## config.mk

```make
export PLATFORM = sky130hd
export DESIGN_NAME = host_chan_top
export DESIGN_NICKNAME = d
export VERILOG_FILES = /design/src/design/host_chan_pkg.sv /design/src/design/host_chan_decode.sv /design/src/design/mmio_execute.sv /design/src/design/reg_stage_pipe.sv /design/src/design/mmio_result.sv /design/src/design/host_chan_top.sv
export SDC_FILE = /design/constraint.sdc
export NUM_CORES = 2
export LEC_CHECK = 0
export BUFFER_PORTS_ARGS = -buffer_cell sky130_fd_sc_hd__buf_2
export CORE_AREA = 4 4 707 709
export DETAILED_ROUTE_END_ITERATION = 12
export DIE_AREA = 0 0 711 713
export GPL_TIMING_DRIVEN = 0
export PLACE_DENSITY_LB_ADDON = 0.3
export SETUP_SLACK_MARGIN = 0.3
export SYNTH_ARGS = -nofsm -noshare
export SYNTH_HDL_FRONTEND = slang
export SYNTH_SLANG_ARGS = --single-unit
```

## constraint.sdc

```tcl
create_clock -name clk -period 5.8 [get_ports clk]
set_clock_uncertainty 0.15 [all_clocks]
set_input_delay 0.29 -clock clk [delete_from_list [all_inputs] [get_ports clk]]
set_output_delay 0.29 -clock clk [all_outputs]
set_load 0.02 [all_outputs]
```

## src/design/host_chan_pkg.sv

```systemverilog
// ============================
// Shared types and constants for the host channel shim.
// Every module in the shim refers to these by scoped name.
// ============================
`default_nettype none

package host_chan_pkg;

    // ============================
    // Sizes and limits
    // ============================
    localparam int tid_bits = 9;
    localparam int dw_addr_bits = 16;
    localparam int byte_addr_bits = 18;
    localparam int line_bits = 512;

    // Depth of the read tag queue, which is also the outstanding read limit
    localparam int max_mmio_rd_reqs = 64;
    localparam int tag_ptr_bits = $clog2(max_mmio_rd_reqs);

    // Extra timing registers on each MMIO output toward the accelerator
    localparam int mmio_reg_stages = 1;

    // ============================
    // Message encodings
    // ============================
    typedef enum logic [1:0] {
        kind_mem_rsp = 2'd0,
        kind_mmio_wr = 2'd1,
        kind_mmio_rd = 2'd2
    } msg_kind_t;

    typedef enum logic [1:0] {
        len_4b  = 2'd0,
        len_8b  = 2'd1,
        len_64b = 2'd2
    } mmio_len_t;

    // Incoming host message; narrow MMIO payloads sit in data[63:0]
    typedef struct packed {
        msg_kind_t               kind;
        mmio_len_t               len;
        logic [tid_bits-1:0]     tid;
        logic [dw_addr_bits-1:0] addr;
        logic [line_bits-1:0]    data;
    } host_rx_msg_t;

    // Host memory read response toward the accelerator
    typedef struct packed {
        logic [tid_bits-1:0]  tid;
        logic [line_bits-1:0] data;
    } mem_rsp_t;

    // Decoded MMIO request, address still in dword units
    typedef struct packed {
        logic                    is_rd;
        mmio_len_t               len;
        logic [tid_bits-1:0]     tid;
        logic [dw_addr_bits-1:0] addr;
        logic [63:0]             data;
    } mmio_req_t;

    // ============================
    // Accelerator side payloads
    // ============================
    typedef struct packed {
        logic [byte_addr_bits-1:0] addr;
        logic [63:0]               data;
        logic [7:0]                strb;
    } mmio_wr_t;

    typedef struct packed {
        logic [byte_addr_bits-1:0] addr;
    } mmio_rd_t;

    typedef struct packed {
        logic [byte_addr_bits-1:0] addr;
        logic [line_bits-1:0]      data;
    } wide_wr_t;

    // Per-read context kept until the accelerator answers
    typedef struct packed {
        logic [tid_bits-1:0] tid;
        mmio_len_t           len;
        logic                hi_half;
    } rd_tag_t;

    // Read completion back to the host
    typedef struct packed {
        logic [tid_bits-1:0] tid;
        logic [63:0]         data;
    } host_tx_msg_t;

endpackage

`default_nettype wire

```

## src/design/host_chan_decode.sv

```systemverilog
// ============================
// Front stage of the shim. Registers each host message and sorts it
// into memory response, register MMIO or wide MMIO write.
// ============================
`timescale 1ns/1ps
`default_nettype none

module host_chan_decode (
    input  wire logic                        clk,
    input  wire logic                        rst,
    input  wire logic                        rx_valid,
    input  wire host_chan_pkg::host_rx_msg_t rx_msg,
    output logic                             mem_rsp_valid,
    output host_chan_pkg::mem_rsp_t          mem_rsp,
    output logic                             mmio_valid,
    output host_chan_pkg::mmio_req_t         mmio_req,
    output logic                             wide_valid,
    output host_chan_pkg::mmio_req_t         wide_req,
    output logic [host_chan_pkg::line_bits-1:0] wide_data
);

    logic is_mem;
    logic is_wide;
    logic is_mmio;

    // Wide reads are not supported by the host, so only writes use len_64b
    assign is_mem  = (rx_msg.kind == host_chan_pkg::kind_mem_rsp);
    assign is_wide = (rx_msg.kind == host_chan_pkg::kind_mmio_wr) &&
                     (rx_msg.len == host_chan_pkg::len_64b);
    assign is_mmio = ((rx_msg.kind == host_chan_pkg::kind_mmio_wr) ||
                      (rx_msg.kind == host_chan_pkg::kind_mmio_rd)) && !is_wide;

    // Exactly one strobe per accepted message
    always_ff @(posedge clk) begin
        if (rst) begin
            mem_rsp_valid <= 1'b0;
            mmio_valid    <= 1'b0;
            wide_valid    <= 1'b0;
        end else begin
            mem_rsp_valid <= rx_valid && is_mem;
            mmio_valid    <= rx_valid && is_mmio;
            wide_valid    <= rx_valid && is_wide;
        end
    end

    // Payloads follow every cycle and are qualified by the strobes above
    always_ff @(posedge clk) begin
        mem_rsp.tid    <= rx_msg.tid;
        mem_rsp.data   <= rx_msg.data;
        mmio_req.is_rd <= (rx_msg.kind == host_chan_pkg::kind_mmio_rd);
        mmio_req.len   <= rx_msg.len;
        mmio_req.tid   <= rx_msg.tid;
        mmio_req.addr  <= rx_msg.addr;
        mmio_req.data  <= rx_msg.data[63:0];
        // The full line travels beside wide_req in wide_data
        wide_req.is_rd <= 1'b0;
        wide_req.len   <= rx_msg.len;
        wide_req.tid   <= rx_msg.tid;
        wide_req.addr  <= rx_msg.addr;
        wide_req.data  <= '0;
        wide_data      <= rx_msg.data;
    end

endmodule

`default_nettype wire

```

## src/design/mmio_execute.sv

```systemverilog
// ============================
// Maps decoded MMIO requests to byte-addressed accelerator strobes.
// Every read leaves a tag in an in-order queue for the result stage.
// ============================
`timescale 1ns/1ps
`default_nettype none

module mmio_execute (
    input  wire logic                        clk,
    input  wire logic                        rst,
    input  wire logic                        mmio_valid,
    input  wire host_chan_pkg::mmio_req_t    mmio_req,
    input  wire logic                        wide_valid,
    input  wire host_chan_pkg::mmio_req_t    wide_req,
    input  wire logic [host_chan_pkg::line_bits-1:0] wide_data,
    output logic                             wr_valid,
    output host_chan_pkg::mmio_wr_t          wr,
    output logic                             rd_valid,
    output host_chan_pkg::mmio_rd_t          rd,
    output logic                             wide_wr_valid,
    output host_chan_pkg::wide_wr_t          wide_wr,
    input  wire logic                        tag_pop,
    output host_chan_pkg::rd_tag_t           tag_head,
    output logic                             tag_avail
);

    // ============================
    // Address and strobe mapping
    // ============================
    logic                     is_4b;
    logic                     tag_push;
    host_chan_pkg::mmio_wr_t  wr_next;
    host_chan_pkg::rd_tag_t   tag_next;

    assign is_4b    = (mmio_req.len == host_chan_pkg::len_4b);
    assign tag_push = mmio_valid && mmio_req.is_rd;

    always_comb begin
        // Register port addresses are aligned down to 8 bytes
        wr_next.addr = {mmio_req.addr[15:1], 3'b000};
        // A 4 byte access lands in the half picked by the odd dword bit
        if (is_4b) begin
            wr_next.strb = mmio_req.addr[0] ? 8'hf0 : 8'h0f;
            wr_next.data = {mmio_req.data[31:0], mmio_req.data[31:0]};
        end else begin
            wr_next.strb = 8'hff;
            wr_next.data = mmio_req.data;
        end
        tag_next.tid     = mmio_req.tid;
        tag_next.len     = mmio_req.len;
        tag_next.hi_half = mmio_req.addr[0];
    end

    always_ff @(posedge clk) begin
        if (rst) begin
            wr_valid      <= 1'b0;
            rd_valid      <= 1'b0;
            wide_wr_valid <= 1'b0;
        end else begin
            wr_valid      <= mmio_valid && !mmio_req.is_rd;
            rd_valid      <= tag_push;
            wide_wr_valid <= wide_valid;
        end
    end

    always_ff @(posedge clk) begin
        wr           <= wr_next;
        rd.addr      <= wr_next.addr;
        // Wide writes are aligned down to a 64 byte line
        wide_wr.addr <= {wide_req.addr[15:4], 6'b000000};
        wide_wr.data <= wide_data;
    end

    // ============================
    // Read tag queue
    // ============================
    host_chan_pkg::rd_tag_t tag_mem [host_chan_pkg::max_mmio_rd_reqs];
    logic [host_chan_pkg::tag_ptr_bits-1:0] wr_ptr;
    logic [host_chan_pkg::tag_ptr_bits-1:0] rd_ptr;
    logic [host_chan_pkg::tag_ptr_bits:0]   count;

    always_ff @(posedge clk) begin
        if (tag_push) begin
            tag_mem[wr_ptr] <= tag_next;
        end
    end

    always_ff @(posedge clk) begin
        if (rst) begin
            wr_ptr <= '0;
            rd_ptr <= '0;
            count  <= '0;
        end else begin
            if (tag_push) begin
                wr_ptr <= wr_ptr + 1'b1;
            end
            if (tag_pop) begin
                rd_ptr <= rd_ptr + 1'b1;
            end
            // Count moves only when exactly one side is active
            case ({tag_push, tag_pop})
                2'b10:   count <= count + 1'b1;
                2'b01:   count <= count - 1'b1;
                default: count <= count;
            endcase
        end
    end

    assign tag_head  = tag_mem[rd_ptr];
    assign tag_avail = (count != '0);

endmodule

`default_nettype wire

```

## src/design/reg_stage_pipe.sv

```systemverilog
// ============================
// Chain of timing registers for any packed payload and its valid strobe.
// With n_stages of zero the payload passes through unregistered.
// ============================
`timescale 1ns/1ps
`default_nettype none

module reg_stage_pipe #(
    parameter type payload_t = logic,
    parameter int  n_stages  = 1
) (
    input  wire logic clk,
    input  wire logic rst,
    input  wire logic in_valid,
    input  wire payload_t in_data,
    output logic      out_valid,
    output payload_t  out_data
);

    if (n_stages == 0) begin : g_bypass
        assign out_valid = in_valid;
        assign out_data  = in_data;
    end else begin : g_stages
        logic     valid_q [n_stages];
        payload_t data_q  [n_stages];

        // Valid strobes shift down the chain and clear on reset
        always_ff @(posedge clk) begin
            if (rst) begin
                for (int i = 0; i < n_stages; i++) begin
                    valid_q[i] <= 1'b0;
                end
            end else begin
                valid_q[0] <= in_valid;
                for (int i = 1; i < n_stages; i++) begin
                    valid_q[i] <= valid_q[i-1];
                end
            end
        end

        // Payload shifts alongside its strobe
        always_ff @(posedge clk) begin
            data_q[0] <= in_data;
            for (int i = 1; i < n_stages; i++) begin
                data_q[i] <= data_q[i-1];
            end
        end

        assign out_valid = valid_q[n_stages-1];
        assign out_data  = data_q[n_stages-1];
    end

endmodule

`default_nettype wire

```

## src/design/mmio_result.sv

```systemverilog
// ============================
// Builds MMIO read completions for the host. Each accelerator response
// takes the oldest queued tag, in order.
// ============================
`timescale 1ns/1ps
`default_nettype none

module mmio_result (
    input  wire logic                   clk,
    input  wire logic                   rst,
    input  wire logic                   rd_rsp_valid,
    input  wire logic [63:0]            rd_rsp_data,
    input  wire host_chan_pkg::rd_tag_t tag_head,
    input  wire logic                   tag_avail,
    output logic                        tag_pop,
    output logic                        tx_valid,
    output host_chan_pkg::host_tx_msg_t tx_msg
);

    logic [63:0] rsp_data_sel;

    // ============================
    // Tag matching
    // ============================

    // A response with no tag waiting has no owner and is dropped
    assign tag_pop = rd_rsp_valid && tag_avail;

    // ============================
    // Data selection
    // ============================
    always_comb begin
        if (tag_head.len == host_chan_pkg::len_4b) begin
            // Narrow read returns the addressed half, zero extended
            if (tag_head.hi_half) begin
                rsp_data_sel = {32'b0, rd_rsp_data[63:32]};
            end else begin
                rsp_data_sel = {32'b0, rd_rsp_data[31:0]};
            end
        end else begin
            rsp_data_sel = rd_rsp_data;
        end
    end

    // ============================
    // Completion register
    // ============================
    always_ff @(posedge clk) begin
        if (rst) begin
            tx_valid <= 1'b0;
        end else begin
            tx_valid <= tag_pop;
        end
    end

    // Payload is held between completions
    always_ff @(posedge clk) begin
        if (tag_pop) begin
            tx_msg.tid  <= tag_head.tid;
            tx_msg.data <= rsp_data_sel;
        end
    end

endmodule

`default_nettype wire

```

## src/design/host_chan_top.sv

```systemverilog
// ============================
// Top of the host channel shim. Splits host traffic into memory
// responses, a read/write register port and a write-only wide port.
// ============================
`timescale 1ns/1ps
`default_nettype none

module host_chan_top (
    input  wire logic                        clk,
    input  wire logic                        rst,
    // Host side
    input  wire logic                        rx_valid,
    input  wire host_chan_pkg::host_rx_msg_t rx_msg,
    output logic                             host_mem_rsp_valid,
    output host_chan_pkg::mem_rsp_t          host_mem_rsp,
    output logic                             tx_valid,
    output host_chan_pkg::host_tx_msg_t      tx_msg,
    // Accelerator side
    output logic                             mmio_wr_valid,
    output host_chan_pkg::mmio_wr_t          mmio_wr,
    output logic                             mmio_rd_valid,
    output host_chan_pkg::mmio_rd_t          mmio_rd,
    output logic                             wide_wr_valid,
    output host_chan_pkg::wide_wr_t          wide_wr,
    input  wire logic                        rd_rsp_valid,
    input  wire logic [63:0]                 rd_rsp_data
);

    logic                                 mmio_valid;
    host_chan_pkg::mmio_req_t             mmio_req;
    logic                                 wide_valid;
    host_chan_pkg::mmio_req_t             wide_req;
    logic [host_chan_pkg::line_bits-1:0]  wide_data;
    logic                                 ex_wr_valid;
    host_chan_pkg::mmio_wr_t              ex_wr;
    logic                                 ex_rd_valid;
    host_chan_pkg::mmio_rd_t              ex_rd;
    logic                                 ex_wide_valid;
    host_chan_pkg::wide_wr_t              ex_wide;
    logic                                 tag_pop;
    host_chan_pkg::rd_tag_t               tag_head;
    logic                                 tag_avail;

    // ============================
    // Decode and execute
    // ============================

    // Memory responses leave straight from the decode registers
    host_chan_decode decode (
        .clk,
        .rst,
        .rx_valid,
        .rx_msg,
        .mem_rsp_valid (host_mem_rsp_valid),
        .mem_rsp       (host_mem_rsp),
        .mmio_valid,
        .mmio_req,
        .wide_valid,
        .wide_req,
        .wide_data
    );

    mmio_execute execute (
        .clk,
        .rst,
        .mmio_valid,
        .mmio_req,
        .wide_valid,
        .wide_req,
        .wide_data,
        .wr_valid      (ex_wr_valid),
        .wr            (ex_wr),
        .rd_valid      (ex_rd_valid),
        .rd            (ex_rd),
        .wide_wr_valid (ex_wide_valid),
        .wide_wr       (ex_wide),
        .tag_pop,
        .tag_head,
        .tag_avail
    );

    // ============================
    // Output timing registers
    // ============================
    reg_stage_pipe #(
        .payload_t (host_chan_pkg::mmio_wr_t),
        .n_stages  (host_chan_pkg::mmio_reg_stages)
    ) pipe_wr (
        .clk,
        .rst,
        .in_valid  (ex_wr_valid),
        .in_data   (ex_wr),
        .out_valid (mmio_wr_valid),
        .out_data  (mmio_wr)
    );

    reg_stage_pipe #(
        .payload_t (host_chan_pkg::mmio_rd_t),
        .n_stages  (host_chan_pkg::mmio_reg_stages)
    ) pipe_rd (
        .clk,
        .rst,
        .in_valid  (ex_rd_valid),
        .in_data   (ex_rd),
        .out_valid (mmio_rd_valid),
        .out_data  (mmio_rd)
    );

    reg_stage_pipe #(
        .payload_t (host_chan_pkg::wide_wr_t),
        .n_stages  (host_chan_pkg::mmio_reg_stages)
    ) pipe_wide (
        .clk,
        .rst,
        .in_valid  (ex_wide_valid),
        .in_data   (ex_wide),
        .out_valid (wide_wr_valid),
        .out_data  (wide_wr)
    );

    // Read completions back toward the host
    mmio_result result (
        .clk,
        .rst,
        .rd_rsp_valid,
        .rd_rsp_data,
        .tag_head,
        .tag_avail,
        .tag_pop,
        .tx_valid,
        .tx_msg
    );

endmodule

`default_nettype wire

```

==> summary.md <==
| Metric | Value |
|---|---|
| Syn_area_per_cell | 20.0 um^2 |
| Setup crit start kind | flop |
| First-pass GRT wire length | roughly 540000 um |
| Worst EP required | between 6000 and 7000 ps |
| Setup CP Type | flop to flop |
| Drc violations | 0 |
| Core Footprint | 493000 um^2 |
| Simple-gate share of the synthesized area | 1.86% |
| Sequential fraction of design power | roughly 45% |
| Largest net degree at the start of global routing | 66 |
| Final Util | between 20% and 30% |
| Total Wirelength | between 400000 and 500000 um |
| Clk root buf | clkbuf_16 |
| Async SR Flop Fraction | 0% |
| Post-synthesis mux area share | 8.15% |
| Sw frac | between 20 and 30% |
| Period utilization | about 85% |
| Via count | between 40000 and 50000 |
| Synth top area cells | dfxtp_1 (50%), edfxtp_1 (37%), mux4_2 (6.8%) |
| Total CTS buffers | about 300 |
| Worst-path clk slew | about 60 ps |
| Routability cong. | between 1 and 1.5 |
| First DRT Iteration DRCs | ~3200 |
| Max-slew violations | 0 |
| Logic gate share of total power | about 12% |
| Slew margin rel. | 8.26% |
| Hold/Removal Path Class | primary input to flop |
| Max_cap viols | 0 |
| Area leader, netlist | dfxtp_1 |
| Worst path cell trace | buf_2 > buf_1 > mux4_2 > mux4_2 > mux2i_1 > nand2_1 > o21ai_1 > nor3_4 > buf_12 > buf_12 > mux2_4 > dlygate4sd3_1 |
| Fill cells | 52100 |
| Crit. End Element | flop |
| Delay-heaviest family, CP | buffers and inverters |
| Vias per std cell | 3.29 |
| Synth unique cells | 58 |
| TritonCTS Sinks | between 2000 and 3000 |
| Area share of xor/xnor cells in the synthesized design | less than 1% |
| Sequential share of the synthesized area | between 80% and 90% |
| H-Tree Depth | 5 |
| Post-DP HPWL | ~370000 um |
| Die Ht | roughly 710 um |
| Synth warn | 0 |
| Synth Flop Type | dfxtp_1 |
| Pwr/cell area | 417 nW/um^2 |
| Non-Filler Instances | 13600 |
| Gate Count Post-Synth | 3416 |
| WP buf/inv | 5 |
| Starting Density | between 10% and 20% |
| CTS tree | built |
| Largest family of logic cells by synthesized area | multiplexers |
| Port Buf Inserts | approximately 1800 |
| Least-Margin Pin Slew | about 1400 ps |
| Post-Place Cells | around 12000 |
| Drt pass-1 iters | 5 |
| CP Max Fanout | 10 |
| EDFF count, synth | ~840 |
| Worst-skew pair later-pin latency | 940 ps |
| Footprint of the multi-input gates | 7760 um^2 |
| Slowest CP cell | buf_1 |
| Chip Width | approximately 700 um |
| LEAKAGE | between 0.04 and 0.05 uW |
| Run status | finished clean |
| Fin crit period | 4950 ps |
| Synth cell count leaders | dfxtp_1 (1697), edfxtp_1 (841), mux4_2 (208) |
| Number of global-route vias before repair | 46800 |
| Total grt overflow | 0 |
| Bufs on Longest Clock Path | 4 |
| GRT Util Overall | 16.6% |
| Antenna-violating nets left | 0 |
| Hold Vio Cnt, Final | 0 |
| Area share of the largest cell type after synthesis | about half |
| Synthesized area | about 70000 um^2 |
| Post-synthesis adder-cell area fraction | 0.0914% |
| Die area | 507000 um^2 |
| Crit path DAT | roughly 5400 ps |
| Net Switching | ~12000 uW |
| Final WS setup | between 800 and 900 ps |
| Count leader, synth | dfxtp_1 |
| Slowest stage delay, CP | about 760 ps |
| VDD IR max | approximately 0.00026 V |
| Compound-Gate Fraction of Synth Area | less than 1% |
| Final setup violation count | 0 |
| Number of cell rows | 258 |
| Int Power | 33000 uW |
| Synth-to-layout area growth | 58.7% |
| CTS resizes | 0 |
| Num ports | roughly 1800 |
| Clock power share | 43.4% |
| Fmax | a little over 200 MHz |
| RSZ-0062 raised after global routing | no |
| Routed wire per std cell | 32.1 um |
| Storage cell area | ~59000 um^2 |
| FF+latch count, synth | approximately 2500 |
| Initial antenna violation count | roughly 230 |
| DP Worst Slack | ~820 ps |
| Nets | 7383 |
| Share of layout cells above drive strength 1 | 40.5% |
==> metrics by stage <==
step                hold WS [ps]  TNS [ps]  area (um^2)  total power [uW]
floorplan                    160         0        68500             22300
global placement             160     -3890        85800             25400
detailed placement           162         0        86200             25400
CTS                        0.761         0       108000             46200
global route                28.2         0       108000             47000
finish                      71.2         0       109000             45300
==> kinds of logic after synthesis <==
family,after synthesis
AND/OR/NAND/NOR,262
flip-flops,2538
XOR/XNOR,16
adder cells (fa/ha/maj),5
buffers and inverters,238
other,1
AO/OA/AOI/OAI,80
multiplexers,276
==> metal layers <==
metal / routed length, um / part of all wire, % / GRT usage (%) / vias to the layer above
li1: - / - / - / 19000
met5: 157 / 0.036 / 0 / -
met4: 20800 / 4.8 / 6.40 / 26
met3: 33100 / 7.6 / 4.86 / 672
met1: 180000 / 41 / 20.6 / 22900
met2: 201000 / 46 / 27.0 / 2154
==> state kept, by name, summed over array words and instances (netlist names), 6 cells and up, named ones only <==
name and cells:
execute.tag_mem 768, pipe_wide.g_stages.data_q 523, decode.mem_rsp 521, execute.wide_wr 480, execute.wr 81, result.tx_msg 73
pipe_wr.g_stages.data_q 38, decode.mmio_req 19, execute.count 7, execute.rd_ptr 6, execute.wr_ptr 6
==> area by class of cell <==
class	count	share of cell area [%]
Clock buffer	413	7.90
Sequential cell	2538	54.6
Antenna cell	82	0.189
Clock inverter	139	1.61
Buffer	232	1.43
Timing Repair Buffer	3034	19.6
Multi-Input combinational cell	651	7.15
Inverter	6	0.0254
Tap cell	6500	7.49
==> worst register-to-register path, stage by stage, from the launching register on <==
cell and delay (ps):
dfxtp_1 520, buf_2 390, buf_1 770, mux4_2 480
mux4_2 520, mux2i_1 150, nand2_1 70, o21ai_1 180
nor3_4 70, buf_12 180, buf_12 170, mux2_4 350
dlygate4sd3_1 670
==> path summary, 6_finish.rpt <==
check                        from                                end  slack [ps]  cells past startpoint
max                          flop                  result.tx_msg[31]         850                     12
min                   rx_msg[495]                decode.mem_rsp[495]          70                      2
max reg2reg                  flop                  result.tx_msg[31]         850                     12
min reg2reg  execute.wide_wr[412]  pipe_wide.g_stages.data_q[0][412]         150                      0
==> repair_timing <==
action | CTS | global route
hold endpoints to repair | 632 | 0
hold buffers | 1176 | 0
setup endpoints to repair | 0 | 2
setup buffers | 0 | 2
==> power by group through the flow <==
stage / logic, uW / registers (uW) / clock network (uW)
floorplan: 1790 / 20600 / 0
global placement: 4810 / 20600 / 0
detailed placement: 4880 / 20600 / 0
CTS: 5630 / 20200 / 20400
global route: 5770 / 20200 / 21000
finish: 5490 / 20100 / 19700
==> placed cells by master, fill, tap and decap left out, types with 9 or more instances in the layout <==
cell type,n
inv_6,15
xor2_1,9
mux4_2,208
nor2b_1,46
clkbuf_8,41
nor3_1,20
clkbuf_1,97
buf_4,157
o22ai_1,10
dfxtp_1,1684
clkinv_2,33
dlygate4sd3_1,1176
buf_12,9
nor2_1,91
clkinv_1,23
mux2_4,30
clkbuf_16,311
bufinv_16,22
buf_1,11
clkinvlp_4,12
o21ai_0,15
clkinv_4,14
or3_1,12
nand2_1,25
clkinv_16,13
diode_2,82
nor2_2,28
conb_1,12
a211oi_1,11
edfxtp_1,841
mux2_2,35
buf_2,1860
a21oi_1,13
Power figures use the tool's default switching activity.
